<file path="config.mk">
export PLATFORM = sky130hd
export DESIGN_NAME = addrgen_top
export DESIGN_NICKNAME = d
export VERILOG_FILES = /design/src/hw/axi_cfg_pkg.sv /design/src/hw/vmem_pkg.sv /design/src/hw/addrgen_top.sv /design/src/hw/axi_req_gen.sv /design/src/hw/mem_op_frontend.sv /design/src/hw/lsu_credit_tracker.sv /design/src/hw/burst_boundary.sv
export SDC_FILE = /design/constraint.sdc
export NUM_CORES = 1
export LEC_CHECK = 0
export BUFFER_PORTS_ARGS = -buffer_cell sky130_fd_sc_hd__buf_2
export CAP_MARGIN = 20
export CORE_MARGIN = 3
export CORE_UTILIZATION = 39
export CTS_CLUSTER_SIZE = 25
export DETAILED_ROUTE_END_ITERATION = 12
export GPL_TIMING_DRIVEN = 0
export PLACE_DENSITY_LB_ADDON = 0.2
export SLEW_MARGIN = 0
export SYNTH_ARGS = -nofsm -noshare
export SYNTH_HDL_FRONTEND = slang
export SYNTH_HIERARCHICAL = 1
export SYNTH_SLANG_ARGS = --single-unit
export TNS_END_PERCENT = 20
</file>
<file path="constraint.sdc">
create_clock -name clk_i -period 19.4 [get_ports clk_i]
set_input_delay 0 -clock clk_i [delete_from_list [all_inputs] [get_ports clk_i]]
set_output_delay 0 -clock clk_i [all_outputs]
set_load 0.1 [all_outputs]
</file>
<file path="src/hw/axi_cfg_pkg.sv">
//////////////////////////////////////////////////
// AXI bus geometry
// Data width, page size, burst limits and the
// field types of the address channels
//////////////////////////////////////////////////

package axi_cfg_pkg;

  //////////////////////////////////////////////////
  // Bus geometry
  //////////////////////////////////////////////////

  // Data bus width in bytes
  localparam int unsigned AxiDataBytes = 4;

  // log2 of the bus width, used as the full-width AxSIZE
  localparam int unsigned AxiSizeLog = 2;

  // A burst may not cross a 4 KiB page
  localparam int unsigned PageOffsetBits = 12;

  // Longest INCR burst allowed by AXI4
  localparam int unsigned MaxBurstBeats = 256;

  //////////////////////////////////////////////////
  // Address channel fields
  //////////////////////////////////////////////////

  // AxLEN, beats minus one
  typedef logic [7:0] axi_len_t;

  // AxSIZE, log2 of bytes per beat
  typedef logic [2:0] axi_size_t;

  // AxBURST
  typedef logic [1:0] axi_burst_t;

  localparam axi_burst_t BurstIncr = 2'b01;

endpackage

</file>
<file path="src/hw/vmem_pkg.sv">
//////////////////////////////////////////////////
// Vector memory request definitions
// Address, length, stride and element width types
// plus the command credit budget of the LSUs
//////////////////////////////////////////////////

package vmem_pkg;

  //////////////////////////////////////////////////
  // Request fields
  //////////////////////////////////////////////////

  // Byte address of the first element
  typedef logic [31:0] vaddr_t;

  // Number of elements in one vector access
  typedef logic [15:0] vlen_t;

  // Byte distance between two strided elements
  typedef logic [31:0] stride_t;

  // Element width, encoded as log2 of the byte count
  typedef enum logic [1:0] {
    EW8  = 2'd0,
    EW16 = 2'd1,
    EW32 = 2'd2,
    EW64 = 2'd3
  } vew_e;

  //////////////////////////////////////////////////
  // Command credits
  //////////////////////////////////////////////////

  // Command slots available in the load/store units
  localparam int unsigned CmdCredits = 4;

  // Wide enough to hold the full credit count
  typedef logic [2:0] credit_cnt_t;

endpackage
</file>
<file path="src/hw/addrgen_top.sv">
//////////////////////////////////////////////////
// Vector memory address generator, top level
// Turns vector load/store requests into AXI AR/AW
// requests and matching load/store unit commands
//////////////////////////////////////////////////

`timescale 1ns/10ps

module addrgen_top (
  input  logic                   clk_i,
  input  logic                   rst_ni,
  // Sequencer request
  input  logic                   req_valid_i,
  input  vmem_pkg::vaddr_t       req_addr_i,
  input  vmem_pkg::vlen_t        req_len_i,
  input  vmem_pkg::stride_t      req_stride_i,
  input  vmem_pkg::vew_e         req_vew_i,
  input  logic                   req_is_load_i,
  input  logic                   req_unit_stride_i,
  output logic                   ack_o,
  output logic                   error_o,
  // AXI read address channel
  output logic                   ar_valid_o,
  input  logic                   ar_ready_i,
  output vmem_pkg::vaddr_t       ar_addr_o,
  output axi_cfg_pkg::axi_len_t  ar_len_o,
  output axi_cfg_pkg::axi_size_t ar_size_o,
  output axi_cfg_pkg::axi_burst_t ar_burst_o,
  // AXI write address channel
  output logic                   aw_valid_o,
  input  logic                   aw_ready_i,
  output vmem_pkg::vaddr_t       aw_addr_o,
  output axi_cfg_pkg::axi_len_t  aw_len_o,
  output axi_cfg_pkg::axi_size_t aw_size_o,
  output axi_cfg_pkg::axi_burst_t aw_burst_o,
  // Load/store unit commands
  output logic                   cmd_valid_o,
  output vmem_pkg::vaddr_t       cmd_addr_o,
  output axi_cfg_pkg::axi_len_t  cmd_len_o,
  output axi_cfg_pkg::axi_size_t cmd_size_o,
  output logic                   cmd_is_load_o,
  input  logic                   credit_i
);

  import vmem_pkg::*;
  import axi_cfg_pkg::*;

  // Job from the front end
  logic      job_valid;
  vaddr_t    job_addr;
  vlen_t     job_len;
  stride_t   job_stride;
  vew_e      job_vew;
  logic      job_is_load;
  logic      job_unit_stride;
  logic      job_done;

  // Burst boundary lookup
  vaddr_t    cur_addr;
  vaddr_t    rem_bytes;
  vaddr_t    burst_end_addr;
  axi_len_t  burst_beats;

  // Credit handshake
  logic      push;
  logic      push_is_load;
  logic      may_push;

  mem_op_frontend u_frontend (
    .clk_i             (clk_i),
    .rst_ni            (rst_ni),
    .req_valid_i       (req_valid_i),
    .req_addr_i        (req_addr_i),
    .req_len_i         (req_len_i),
    .req_stride_i      (req_stride_i),
    .req_vew_i         (req_vew_i),
    .req_is_load_i     (req_is_load_i),
    .req_unit_stride_i (req_unit_stride_i),
    .ack_o             (ack_o),
    .error_o           (error_o),
    .job_valid_o       (job_valid),
    .job_addr_o        (job_addr),
    .job_len_o         (job_len),
    .job_stride_o      (job_stride),
    .job_vew_o         (job_vew),
    .job_is_load_o     (job_is_load),
    .job_unit_stride_o (job_unit_stride),
    .job_done_i        (job_done)
  );

  axi_req_gen u_req_gen (
    .clk_i             (clk_i),
    .rst_ni            (rst_ni),
    .job_valid_i       (job_valid),
    .job_addr_i        (job_addr),
    .job_len_i         (job_len),
    .job_stride_i      (job_stride),
    .job_vew_i         (job_vew),
    .job_is_load_i     (job_is_load),
    .job_unit_stride_i (job_unit_stride),
    .job_done_o        (job_done),
    .ar_valid_o        (ar_valid_o),
    .ar_ready_i        (ar_ready_i),
    .ar_addr_o         (ar_addr_o),
    .ar_len_o          (ar_len_o),
    .ar_size_o         (ar_size_o),
    .ar_burst_o        (ar_burst_o),
    .aw_valid_o        (aw_valid_o),
    .aw_ready_i        (aw_ready_i),
    .aw_addr_o         (aw_addr_o),
    .aw_len_o          (aw_len_o),
    .aw_size_o         (aw_size_o),
    .aw_burst_o        (aw_burst_o),
    .cmd_valid_o       (cmd_valid_o),
    .cmd_addr_o        (cmd_addr_o),
    .cmd_len_o         (cmd_len_o),
    .cmd_size_o        (cmd_size_o),
    .cmd_is_load_o     (cmd_is_load_o),
    .cur_addr_o        (cur_addr),
    .rem_bytes_o       (rem_bytes),
    .end_addr_i        (burst_end_addr),
    .beats_i           (burst_beats),
    .push_o            (push),
    .push_is_load_o    (push_is_load),
    .may_push_i        (may_push)
  );

  burst_boundary u_boundary (
    .cur_addr_i  (cur_addr),
    .rem_bytes_i (rem_bytes),
    .end_addr_o  (burst_end_addr),
    .beats_o     (burst_beats)
  );

  lsu_credit_tracker u_credits (
    .clk_i          (clk_i),
    .rst_ni         (rst_ni),
    .push_i         (push),
    .push_is_load_i (push_is_load),
    .credit_i       (credit_i),
    .may_push_o     (may_push)
  );

endmodule

</file>
<file path="src/hw/axi_req_gen.sv">
//////////////////////////////////////////////////
// AXI request generator
// Walks a job as INCR bursts or per-element
// requests and pushes one LSU command per transfer
//////////////////////////////////////////////////

`timescale 1ns/10ps

module axi_req_gen (
  input  logic                    clk_i,
  input  logic                    rst_ni,
  // Job from the front end
  input  logic                    job_valid_i,
  input  vmem_pkg::vaddr_t        job_addr_i,
  input  vmem_pkg::vlen_t         job_len_i,
  input  vmem_pkg::stride_t       job_stride_i,
  input  vmem_pkg::vew_e          job_vew_i,
  input  logic                    job_is_load_i,
  input  logic                    job_unit_stride_i,
  output logic                    job_done_o,
  // AXI read address channel
  output logic                    ar_valid_o,
  input  logic                    ar_ready_i,
  output vmem_pkg::vaddr_t        ar_addr_o,
  output axi_cfg_pkg::axi_len_t   ar_len_o,
  output axi_cfg_pkg::axi_size_t  ar_size_o,
  output axi_cfg_pkg::axi_burst_t ar_burst_o,
  // AXI write address channel
  output logic                    aw_valid_o,
  input  logic                    aw_ready_i,
  output vmem_pkg::vaddr_t        aw_addr_o,
  output axi_cfg_pkg::axi_len_t   aw_len_o,
  output axi_cfg_pkg::axi_size_t  aw_size_o,
  output axi_cfg_pkg::axi_burst_t aw_burst_o,
  // LSU commands
  output logic                    cmd_valid_o,
  output vmem_pkg::vaddr_t        cmd_addr_o,
  output axi_cfg_pkg::axi_len_t   cmd_len_o,
  output axi_cfg_pkg::axi_size_t  cmd_size_o,
  output logic                    cmd_is_load_o,
  // Burst boundary lookup
  output vmem_pkg::vaddr_t        cur_addr_o,
  output vmem_pkg::vaddr_t        rem_bytes_o,
  input  vmem_pkg::vaddr_t        end_addr_i,
  input  axi_cfg_pkg::axi_len_t   beats_i,
  // Credit tracker
  output logic                    push_o,
  output logic                    push_is_load_o,
  input  logic                    may_push_i
);

  import vmem_pkg::*;
  import axi_cfg_pkg::*;

  typedef enum logic {
    IDLE,
    REQUEST
  } state_e;

  state_e    state_q;

  // Working copy of the job
  vaddr_t    addr_q;
  vlen_t     rem_q;
  stride_t   stride_q;
  vew_e      vew_q;
  logic      is_load_q;
  logic      unit_q;

  axi_len_t  ax_len;
  axi_size_t ax_size;
  logic      ax_valid;
  logic      ax_ready;
  logic      fire;
  logic      last;
  vaddr_t    covered;
  vaddr_t    next_addr;
  vlen_t     next_rem;

  assign cur_addr_o  = addr_q;
  assign rem_bytes_o = vaddr_t'(rem_q) << vew_q;

  //////////////////////////////////////////////////
  // Request shape and next position
  //////////////////////////////////////////////////

  always_comb begin
    covered = '0;
    if (unit_q) begin
      ax_len    = beats_i;
      ax_size   = axi_size_t'(AxiSizeLog);
      covered   = (end_addr_i - addr_q + vaddr_t'(1)) >> vew_q;
      last      = (covered >= vaddr_t'(rem_q));
      next_addr = end_addr_i + vaddr_t'(1);
      next_rem  = last ? '0 : rem_q - vlen_t'(covered);
    end else begin
      // Elements wider than the bus take several full-width beats
      if (int'(vew_q) > AxiSizeLog) begin
        ax_len  = axi_len_t'((1 << (int'(vew_q) - AxiSizeLog)) - 1);
        ax_size = axi_size_t'(AxiSizeLog);
      end else begin
        ax_len  = '0;
        ax_size = axi_size_t'(vew_q);
      end
      last      = (rem_q == vlen_t'(1));
      next_addr = addr_q + stride_q;
      next_rem  = rem_q - vlen_t'(1);
    end
  end

  // Only offer a request the LSUs can take
  assign ax_valid = (state_q == REQUEST) && may_push_i;
  assign ax_ready = is_load_q ? ar_ready_i : aw_ready_i;
  assign fire     = ax_valid && ax_ready;

  assign ar_valid_o = ax_valid && is_load_q;
  assign ar_addr_o  = addr_q;
  assign ar_len_o   = ax_len;
  assign ar_size_o  = ax_size;
  assign ar_burst_o = BurstIncr;

  assign aw_valid_o = ax_valid && !is_load_q;
  assign aw_addr_o  = addr_q;
  assign aw_len_o   = ax_len;
  assign aw_size_o  = ax_size;
  assign aw_burst_o = BurstIncr;

  // Command goes out together with its AXI transfer
  assign cmd_valid_o    = fire;
  assign cmd_addr_o     = addr_q;
  assign cmd_len_o      = ax_len;
  assign cmd_size_o     = ax_size;
  assign cmd_is_load_o  = is_load_q;
  assign push_o         = fire;
  assign push_is_load_o = is_load_q;

  // An empty job finishes at once
  assign job_done_o = (fire && last) ||
                      (state_q == IDLE && job_valid_i && job_len_i == '0);

  //////////////////////////////////////////////////
  // State and job registers
  //////////////////////////////////////////////////

  always_ff @(posedge clk_i or negedge rst_ni) begin
    if (!rst_ni) begin
      state_q <= IDLE;
    end else if (state_q == IDLE) begin
      if (job_valid_i && job_len_i != '0) begin
        state_q <= REQUEST;
      end
    end else if (fire && last) begin
      state_q <= IDLE;
    end
  end

  always_ff @(posedge clk_i) begin
    if (state_q == IDLE) begin
      addr_q    <= job_addr_i;
      rem_q     <= job_len_i;
      stride_q  <= job_stride_i;
      vew_q     <= job_vew_i;
      is_load_q <= job_is_load_i;
      unit_q    <= job_unit_stride_i;
    end else if (fire) begin
      addr_q <= next_addr;
      rem_q  <= next_rem;
    end
  end

endmodule

</file>
<file path="src/hw/mem_op_frontend.sv">
//////////////////////////////////////////////////
// Request front end
// Registers a vector memory request, checks its
// alignment and issues the job or an error ack
//////////////////////////////////////////////////

`timescale 1ns/10ps

module mem_op_frontend (
  input  logic              clk_i,
  input  logic              rst_ni,
  input  logic              req_valid_i,
  input  vmem_pkg::vaddr_t  req_addr_i,
  input  vmem_pkg::vlen_t   req_len_i,
  input  vmem_pkg::stride_t req_stride_i,
  input  vmem_pkg::vew_e    req_vew_i,
  input  logic              req_is_load_i,
  input  logic              req_unit_stride_i,
  output logic              ack_o,
  output logic              error_o,
  output logic              job_valid_o,
  output vmem_pkg::vaddr_t  job_addr_o,
  output vmem_pkg::vlen_t   job_len_o,
  output vmem_pkg::stride_t job_stride_o,
  output vmem_pkg::vew_e    job_vew_o,
  output logic              job_is_load_o,
  output logic              job_unit_stride_o,
  input  logic              job_done_i
);

  import vmem_pkg::*;

  typedef enum logic [1:0] {
    IDLE,
    CHECK,
    BUSY,
    DONE
  } state_e;

  state_e state_q, state_d;
  logic   err_q;
  logic   misaligned;

  // Request fields, captured once in IDLE
  always_ff @(posedge clk_i) begin
    if (state_q == IDLE && req_valid_i) begin
      job_addr_o        <= req_addr_i;
      job_len_o         <= req_len_i;
      job_stride_o      <= req_stride_i;
      job_vew_o         <= req_vew_i;
      job_is_load_o     <= req_is_load_i;
      job_unit_stride_o <= req_unit_stride_i;
    end
  end

  // Any low address bit below the element size is an error
  assign misaligned = |(job_addr_o & ((vaddr_t'(1) << job_vew_o) - vaddr_t'(1)));

  always_comb begin
    state_d = state_q;
    case (state_q)
      IDLE: begin
        if (req_valid_i) begin
          state_d = CHECK;
        end
      end
      CHECK: begin
        state_d = misaligned ? DONE : BUSY;
      end
      BUSY: begin
        if (job_done_i) begin
          state_d = DONE;
        end
      end
      default: begin
        state_d = IDLE;
      end
    endcase
  end

  always_ff @(posedge clk_i or negedge rst_ni) begin
    if (!rst_ni) begin
      state_q <= IDLE;
      err_q   <= 1'b0;
    end else begin
      state_q <= state_d;
      if (state_q == CHECK) begin
        err_q <= misaligned;
      end
    end
  end

  assign job_valid_o = (state_q == BUSY);
  assign ack_o       = (state_q == DONE);
  assign error_o     = (state_q == DONE) && err_q;

endmodule

</file>
<file path="src/hw/lsu_credit_tracker.sv">
//////////////////////////////////////////////////
// LSU command credit tracker
// Counts free command slots and keeps the
// direction of the commands still outstanding
//////////////////////////////////////////////////

`timescale 1ns/10ps

module lsu_credit_tracker (
  input  logic clk_i,
  input  logic rst_ni,
  input  logic push_i,
  input  logic push_is_load_i,
  input  logic credit_i,
  output logic may_push_o
);

  import vmem_pkg::*;

  localparam credit_cnt_t FullCredits = credit_cnt_t'(CmdCredits);

  credit_cnt_t cnt_q;
  logic        dir_is_load_q;
  logic        all_home;

  assign all_home = (cnt_q == FullCredits);

  // A direction switch needs every earlier command consumed
  assign may_push_o = (cnt_q != '0) && (all_home || (dir_is_load_q == push_is_load_i));

  always_ff @(posedge clk_i or negedge rst_ni) begin
    if (!rst_ni) begin
      cnt_q         <= FullCredits;
      dir_is_load_q <= 1'b0;
    end else begin
      case ({push_i, credit_i})
        2'b10:   cnt_q <= cnt_q - credit_cnt_t'(1);
        2'b01:   cnt_q <= cnt_q + credit_cnt_t'(1);
        default: cnt_q <= cnt_q;
      endcase
      if (push_i) begin
        dir_is_load_q <= push_is_load_i;
      end
    end
  end

endmodule

</file>
<file path="src/hw/burst_boundary.sv">
//////////////////////////////////////////////////
// Unit-stride burst boundary
// Finds the last byte of the next INCR burst and
// its beat count
//////////////////////////////////////////////////

`timescale 1ns/10ps

module burst_boundary (
  input  vmem_pkg::vaddr_t      cur_addr_i,
  input  vmem_pkg::vaddr_t      rem_bytes_i,
  output vmem_pkg::vaddr_t      end_addr_o,
  output axi_cfg_pkg::axi_len_t beats_o
);

  import vmem_pkg::*;
  import axi_cfg_pkg::*;

  localparam vaddr_t BusMask       = vaddr_t'(AxiDataBytes - 1);
  localparam vaddr_t MaxBurstBytes = vaddr_t'(MaxBurstBeats * AxiDataBytes);

  vaddr_t start_aligned;
  vaddr_t len_end;
  vaddr_t max_end;
  vaddr_t page_end;
  vaddr_t end_sel;

  always_comb begin
    start_aligned = cur_addr_i & ~BusMask;

    // Last byte of the beat holding the final requested byte
    len_end  = (cur_addr_i + rem_bytes_i - vaddr_t'(1)) | BusMask;
    max_end  = start_aligned + MaxBurstBytes - vaddr_t'(1);
    page_end = {cur_addr_i[$bits(vaddr_t)-1:PageOffsetBits], {PageOffsetBits{1'b1}}};

    // Smallest of the three candidate ends
    end_sel = len_end;
    if (max_end < end_sel) begin
      end_sel = max_end;
    end
    if (page_end < end_sel) begin
      end_sel = page_end;
    end
  end

  assign end_addr_o = end_sel;
  // end_sel is the last byte of a beat, so this is already beats minus one
  assign beats_o    = axi_len_t'((end_sel - start_aligned) >> AxiSizeLog);

endmodule

</file>
After elaboration in Yosys (flattened, before gate mapping):

Cells that the tools add are included.

* input port bits: 90
* output and inout bits: 139
* register bits after elaboration: 176

* bitwise logic cells: 2
* muxes and demuxes: 23
* magnitude comparators: 4
* reduce and logical (&&, ||, !) cells: 21
* eq/ne operators: 11
* shift operators: 4
* $add $sub $neg: 16

Operators with widths (number)
* 32-bit two-way mux: 5
* 32-bit by 1-bit subtractor with 32-bit output, second input constant: 3
* 32-bit by 1-bit adder with 32-bit output, second input constant: 2
* 32-bit adder: 2
* 32-bit less-than comparator: 2
* 16-bit two-way mux: 4
* 32-bit by 11-bit adder with 32-bit output, second input constant: 1
* 32-bit AND: 1
* 32-bit by 16-bit >= comparator with 1-bit output: 1
* 32-bit OR reduction: 1
* 1-bit by 2-bit left shift with 32-bit output, first input constant: 1
* 1-bit by 32-bit left shift with 8-bit output, first input constant: 1
* 16-bit by 2-bit left shift with 32-bit output: 1
* 32-bit by 2-bit right shift with 32-bit output: 1
* 32-bit subtractor: 1
* 16-bit by 1-bit equality test with 1-bit output, second input constant: 1
* 16-bit logical NOT: 1
* 8-bit two-way mux: 2
* 16-bit nonzero test: 1
* 16-bit by 1-bit subtractor with 16-bit output, second input constant: 1
* 16-bit subtractor: 1
* 1-bit logical AND: 11
* 10-bit subtractor: 1
* 8-bit by 2-bit subtractor with 8-bit output, second input constant: 1
* other kinds (22): 34

Longest topological paths before layout:

* depth after elaboration: 16
* depth in mapped cells: 72
* gate-level depth less buffers: 67

Hierarchy:

Netlist, hierarchy kept.

By module, submodules not included
* axi_req_gen: area an instance 11268.3 um2, sequential area each 2547.4 um2, instances 1, cells each 1348
* burst_boundary: area an instance 4877.2 um2, sequential area each 0.0 um2, instances 1, cells each 700
* mem_op_frontend: area an instance 2905.3 um2, sequential area each 2597.5 um2, instances 1, cells each 127
* lsu_credit_tracker: area an instance 215.2 um2, sequential area each 101.3 um2, instances 1, cells each 18

Least setup slack after synthesis:

No wires, ideal clock.

* path kind: flip-flop to flip-flop
* from: register u_req_gen.vew_q[0]
* to: register u_frontend.state_q[1]
* path buffers: 4
* clock period less this slack: 12.552 ns
* arrival: 12.427 ns
* setup time: 0.125 ns
* cell stages (with the launch flop): 60
* setup slack: 6.848 ns
* required time: 19.275 ns
* path through: edfxtp_1 > buf_1 > buf_1 > mux2i_1 > o22ai_1 > inv_1 > ha_1 > inv_1 > ha_1 > a2111oi_0 > o21ai_0 > nand2_1 > o21ai_0 > a21o_1 > a21oi_1 > xor2_1 > ha_1 > o21ai_0 > [24 not listed] > or3_4 > o21a_4 > o21ai_0 > nor3b_1 > nor2_1 > mux2_2 > mux2_2 > ha_1 > and3_1 > or4_1 > o211ai_1 > o21ai_0 > nor4_1 > nand4b_1 > nor4_1 > o32ai_1 > o22ai_1 > mux2_2

* longest elaborated chain between the ends: 16

Ends and longest elaborated chain
* start, declared: line axi_req_gen.sv:66 `vew_e vew_q;`
* start signal, assigned: line axi_req_gen.sv:162 `vew_q <= job_vew_i;`
* 16-bit by 2-bit left shift with 32-bit output (*): line axi_req_gen.sv:81 `assign rem_bytes_o = vaddr_t'(rem_q) << vew_q;`
* named net rem_bytes[2]: line addrgen_top.sv:60 `vaddr_t rem_bytes;`
* 32-bit adder (*): line burst_boundary.sv:32 `len_end = (cur_addr_i + rem_bytes_i - vaddr_t'(1)) | BusMask;`
* 32-bit by 1-bit subtractor with 32-bit output (*): line burst_boundary.sv:32
* 32-bit less-than comparator: line burst_boundary.sv:38 `if (max_end < end_sel) begin`
* 32-bit two-way mux (*): line burst_boundary.sv:38
* 32-bit less-than comparator: line burst_boundary.sv:41 `if (page_end < end_sel) begin`
* 32-bit two-way mux (*): line burst_boundary.sv:41
* named net burst_end_addr[6]: line addrgen_top.sv:61 `vaddr_t burst_end_addr;`
* [2 not listed]
* 32-bit by 2-bit right shift with 32-bit output (*): line axi_req_gen.sv:92 `covered = (end_addr_i - addr_q + vaddr_t'(1)) >> vew_q;`
* 32-bit by 16-bit >= comparator with 1-bit output (*): line axi_req_gen.sv:93 `last = (covered >= vaddr_t'(rem_q));`
* 1-bit two-way mux (*): line axi_req_gen.sv:89 `if (unit_q) begin`
* 1-bit logical AND (*): line axi_req_gen.sv:138 `assign job_done_o = (fire && last) ||`
* 1-bit logical OR (*): line axi_req_gen.sv:138
* named net job_done: line addrgen_top.sv:56 `logic job_done;`
* 2-bit != test (no line) (*)
* 2-bit AND reduction (no line) (*)
* end signal, assigned: line mem_op_frontend.sv:86 `state_q <= state_d;`
* end, declared: line mem_op_frontend.sv:40 `state_e state_q, state_d;`

The timed path passes the listed nets; every way through them passes the cells marked *.
A chain may end at the register's enable or synchronous reset.

Worst setup path after layout:

* from: register u_req_gen.vew_q[0]
* to: register u_frontend.state_q[0]

The elaborated chain is that of the path after synthesis.

==> flow_metrics.py <==
metrics = {
    "die": {
        "num_io_pins": 229,
        "die_area_sq_um": 52100,
        "die_w_microns": 228,
        "rows": 80,
        "die_h_microns": 228,
        "start_util_pct": 39.9,
        "core_sq_um": 48200,
    },
    "place": {
        "place.gp.congestion": 0.953,
        "dp_hpwl_mm": 47.4,
        "io_buffers": 221,
        "dpl_worst_slack_ns": 2.87,
    },
    "yosys": {
        "synth.distinct_cells": 106,
        "yosysWarningCount": 6,
        "synth_top_area_share_pct": 26.2,
        "synth-edff-count": 168,
        "yosys.area.top_type": "edfxtp_1",
        "yosys-top-cells-area": "edfxtp_1 26%, ha_1 16%, buf_4 5.5%, xnor2_1 5.0%, inv_1 4.8%",
        "async_flop_share_pct": 4.55,
        "synth_seq_area_share_pct": 27.2,
        "syn_area_per_cell_sq_um": 8.79,
        "yosys_register_bits": 176,
        "syn-instance-count": 2193,
        "synth_area_sq_um": 19300,
        "ys.flop_type": "edfxtp_1",
    },
    "layout": {
        "final_common_cell": "ha_1",
        "final_cell_mix": "249 x ha_1, 245 x inv_1, 230 x buf_2",
        "drive_above_1_share_pct": 19.7,
        "antennaDiodeCount": 0,
        "fin_nets": 2889,
        "area_delta_synth_final_pct": 18.5,
        "n_fill_cell": 4671,
    },
    "detailed_routing": {
        "first_iter_violations": 1168,
        "routed_wirelength_mm": 58.6,
        "wl_per_cell_microns": 18.2,
        "vias": 17000,
        "via_per_inst": 5.28,
        "drtAntennaViolNets": 0,
        "drt-pass1-iter-count": 5,
        "drc": 0,
    },
    "timing": {
        "finalClockSkew_ns": 0.0189,
        "setup_tns_ns": 0,
        "final-setup-viol-count": 0,
        "worstMarginPinSlew_ns": 1.10,
        "fmax_ghz": 0.0598,
        "slew_viol_final": 0,
        "setup_slack_ns": 2.67,
        "hold_viol": 0,
        "final.period_utilization_pct": 86.2,
        "relSlewSlack_pct": 26.0,
        "rsz0062_at_grt": "no",
        "finalCriticalPeriod_ns": 16.73,
    },
    "setup_path": {
        "crit_slowest_cell": "nor4_1",
        "crit_family": "compound AO/OA/AOI/OAI gates",
        "path_buf_inv": 7,
        "worstPathArrival_ns": 17.06,
        "required_ns": 19.73,
        "end_kind": "flop",
        "worst_path_largest_cell_delay_ns": 0.85,
        "crit_fanout": 10,
        "path_class": "flop to flop",
        "worstSetupStartpointType": "flop",
    },
    "clocking": {
        "cts_root_buf": "clkbuf_16",
        "cts_hold_buffers": 89,
        "cts.sinks": 176,
        "post-cts-setup-buffers": 0,
        "cts_tree": "built",
        "cts_buffers": 17,
        "clk_pin_slew_ns": 0.07,
        "clk_latency_ns": 0.46,
        "cts.repair.resized": 0,
        "clk_path_buf_depth": 2,
        "ctsHtreeMaxLevel": 4,
    },
    "global_route": {
        "grtUsageTotal_pct": 22.0,
        "antenna_found_initial": 0,
        "grt_pass1_wl_mm": 91.5,
        "grt_start_max_net_pins": 69,
        "grt_pass1_vias": 16500,
        "gr-total-overflow": 0,
    },
    "outcome": {
        "status": "completed",
    },
    "run": {
        "drv_cap": 0,
    },
    "hold_path": {
        "hold_path.class": "input pin to flop",
    },
}
==> area by class of cell <==
cell class                      instances  area, sq um  area share, %
Buffer                                195         1300           5.68
Tap cell                              656          821           3.59
Inverter                              246          923           4.04
Multi-Input combinational cell       1595        11900           52.0
Clock inverter                         13          175          0.767
Clock buffer                           19          433           1.90
Sequential cell                       176         5250           23.0
Timing Repair Buffer                  313         2060           9.04
==> worst reg2reg max path, delay by kind of cell, from the launching register on <==
family                     cells  cell delay, ns
AOI/OAI and AO/OA             35            7.82
muxes                          3            0.76
and+or+nand+nor               10            2.94
DFF                            1            0.48
buffers and inverters          7            1.92
adders and majority gates      7            2.10
xor gates and xnor gates       2            0.61
==> cells by family (layout without fill, tap and decap cells) <==
group           after synthesis  after routing  share of synthesized area, %
mux                          69             69                          4.05
other cells                   3             22                        0.0584
buf+inv                     441            786                          11.5
simple gates                550            550                          14.2
flops                       176            176                          27.2
compound gates              531            531                          18.4
fa+ha+maj                   255            255                          16.8
xor+xnor                    168            168                          7.83
==> per-layer routing <==
layer	track usage (%)	up-vias	share of wire, %
met1	30.6	8106	47
met3	2.15	40	4.3
met2	37.3	470	47
met5	0	-	0
met4	4.42	0	1.3
li1	-	8361	-
==> synth_stat cells, drive strengths merged, types with 7 or more instances <==
cell type and instances:
nand2b 22, clkbuf 35, o31ai 11, xnor2 114
a21oi 156, o21bai 12, edfxtp 168, and3 23
or4 7, inv 246, nand3 39, mux2 21
and4 10, mux2i 43, nand4 31, dfrtp 7
nor2 138, nor2b 14, o211ai 26, nand2 159
a211oi 26, ha 249, a22oi 14, o21ai 133
or3 11, nor3 40, nor4 19, buf 160
a21o 50, o221ai 9, o21a 21, and2 16
a31oi 8, o22ai 10, xor2 53, or2 10
==> through the flow <==
step	cell area [sq um]	hold WS, ns	std cells	util (%)
floorplan	19300	-0.296	2212	-
detailed placement	21300	-0.140	3092	44.2
CTS	22800	0.127	3213	47.3
global placement	21300	-0.146	3089	44.1
global route	22800	0.180	3213	47.3
finish	22800	0.162	3213	47.3
==> sequential cells by signal, indices dropped and copies added (netlist names), 2 cells and up <==
signal / cells
u_credits/cnt_q: 3
u_frontend/job_stride_o: 32
u_req_gen/vew_q: 2
u_frontend/job_addr_o: 32
u_req_gen/ar_addr_o: 32
u_frontend/state_q: 2
u_frontend/job_vew_o: 2
u_frontend/job_len_o: 16
u_req_gen/stride_q: 32
u_req_gen/rem_q: 16
==> final timing paths <==
kind | depth (start not counted) | to | from | slack, ns
worst max-delay path | 64 | u_frontend/state_q[0] | u_req_gen/vew_q[0] | 2.67
worst min-delay path | 4 | u_credits/dir_is_load_q | ar_ready_i | 0.16
worst max register to register | 64 | u_frontend/state_q[0] | u_req_gen/vew_q[0] | 2.67
worst min register to register | 0 | u_req_gen/stride_q[28] | u_frontend/job_stride_o[28] | 0.42
max in group asynchronous | 4 | u_credits/cnt_q[1] | rst_ni | 18.04
min in group asynchronous | 3 | u_credits/cnt_q[2] | rst_ni | 0.59
Power is not shown: default switching activity piles up to over one toggle a cycle in this logic, so the estimate is an artifact.
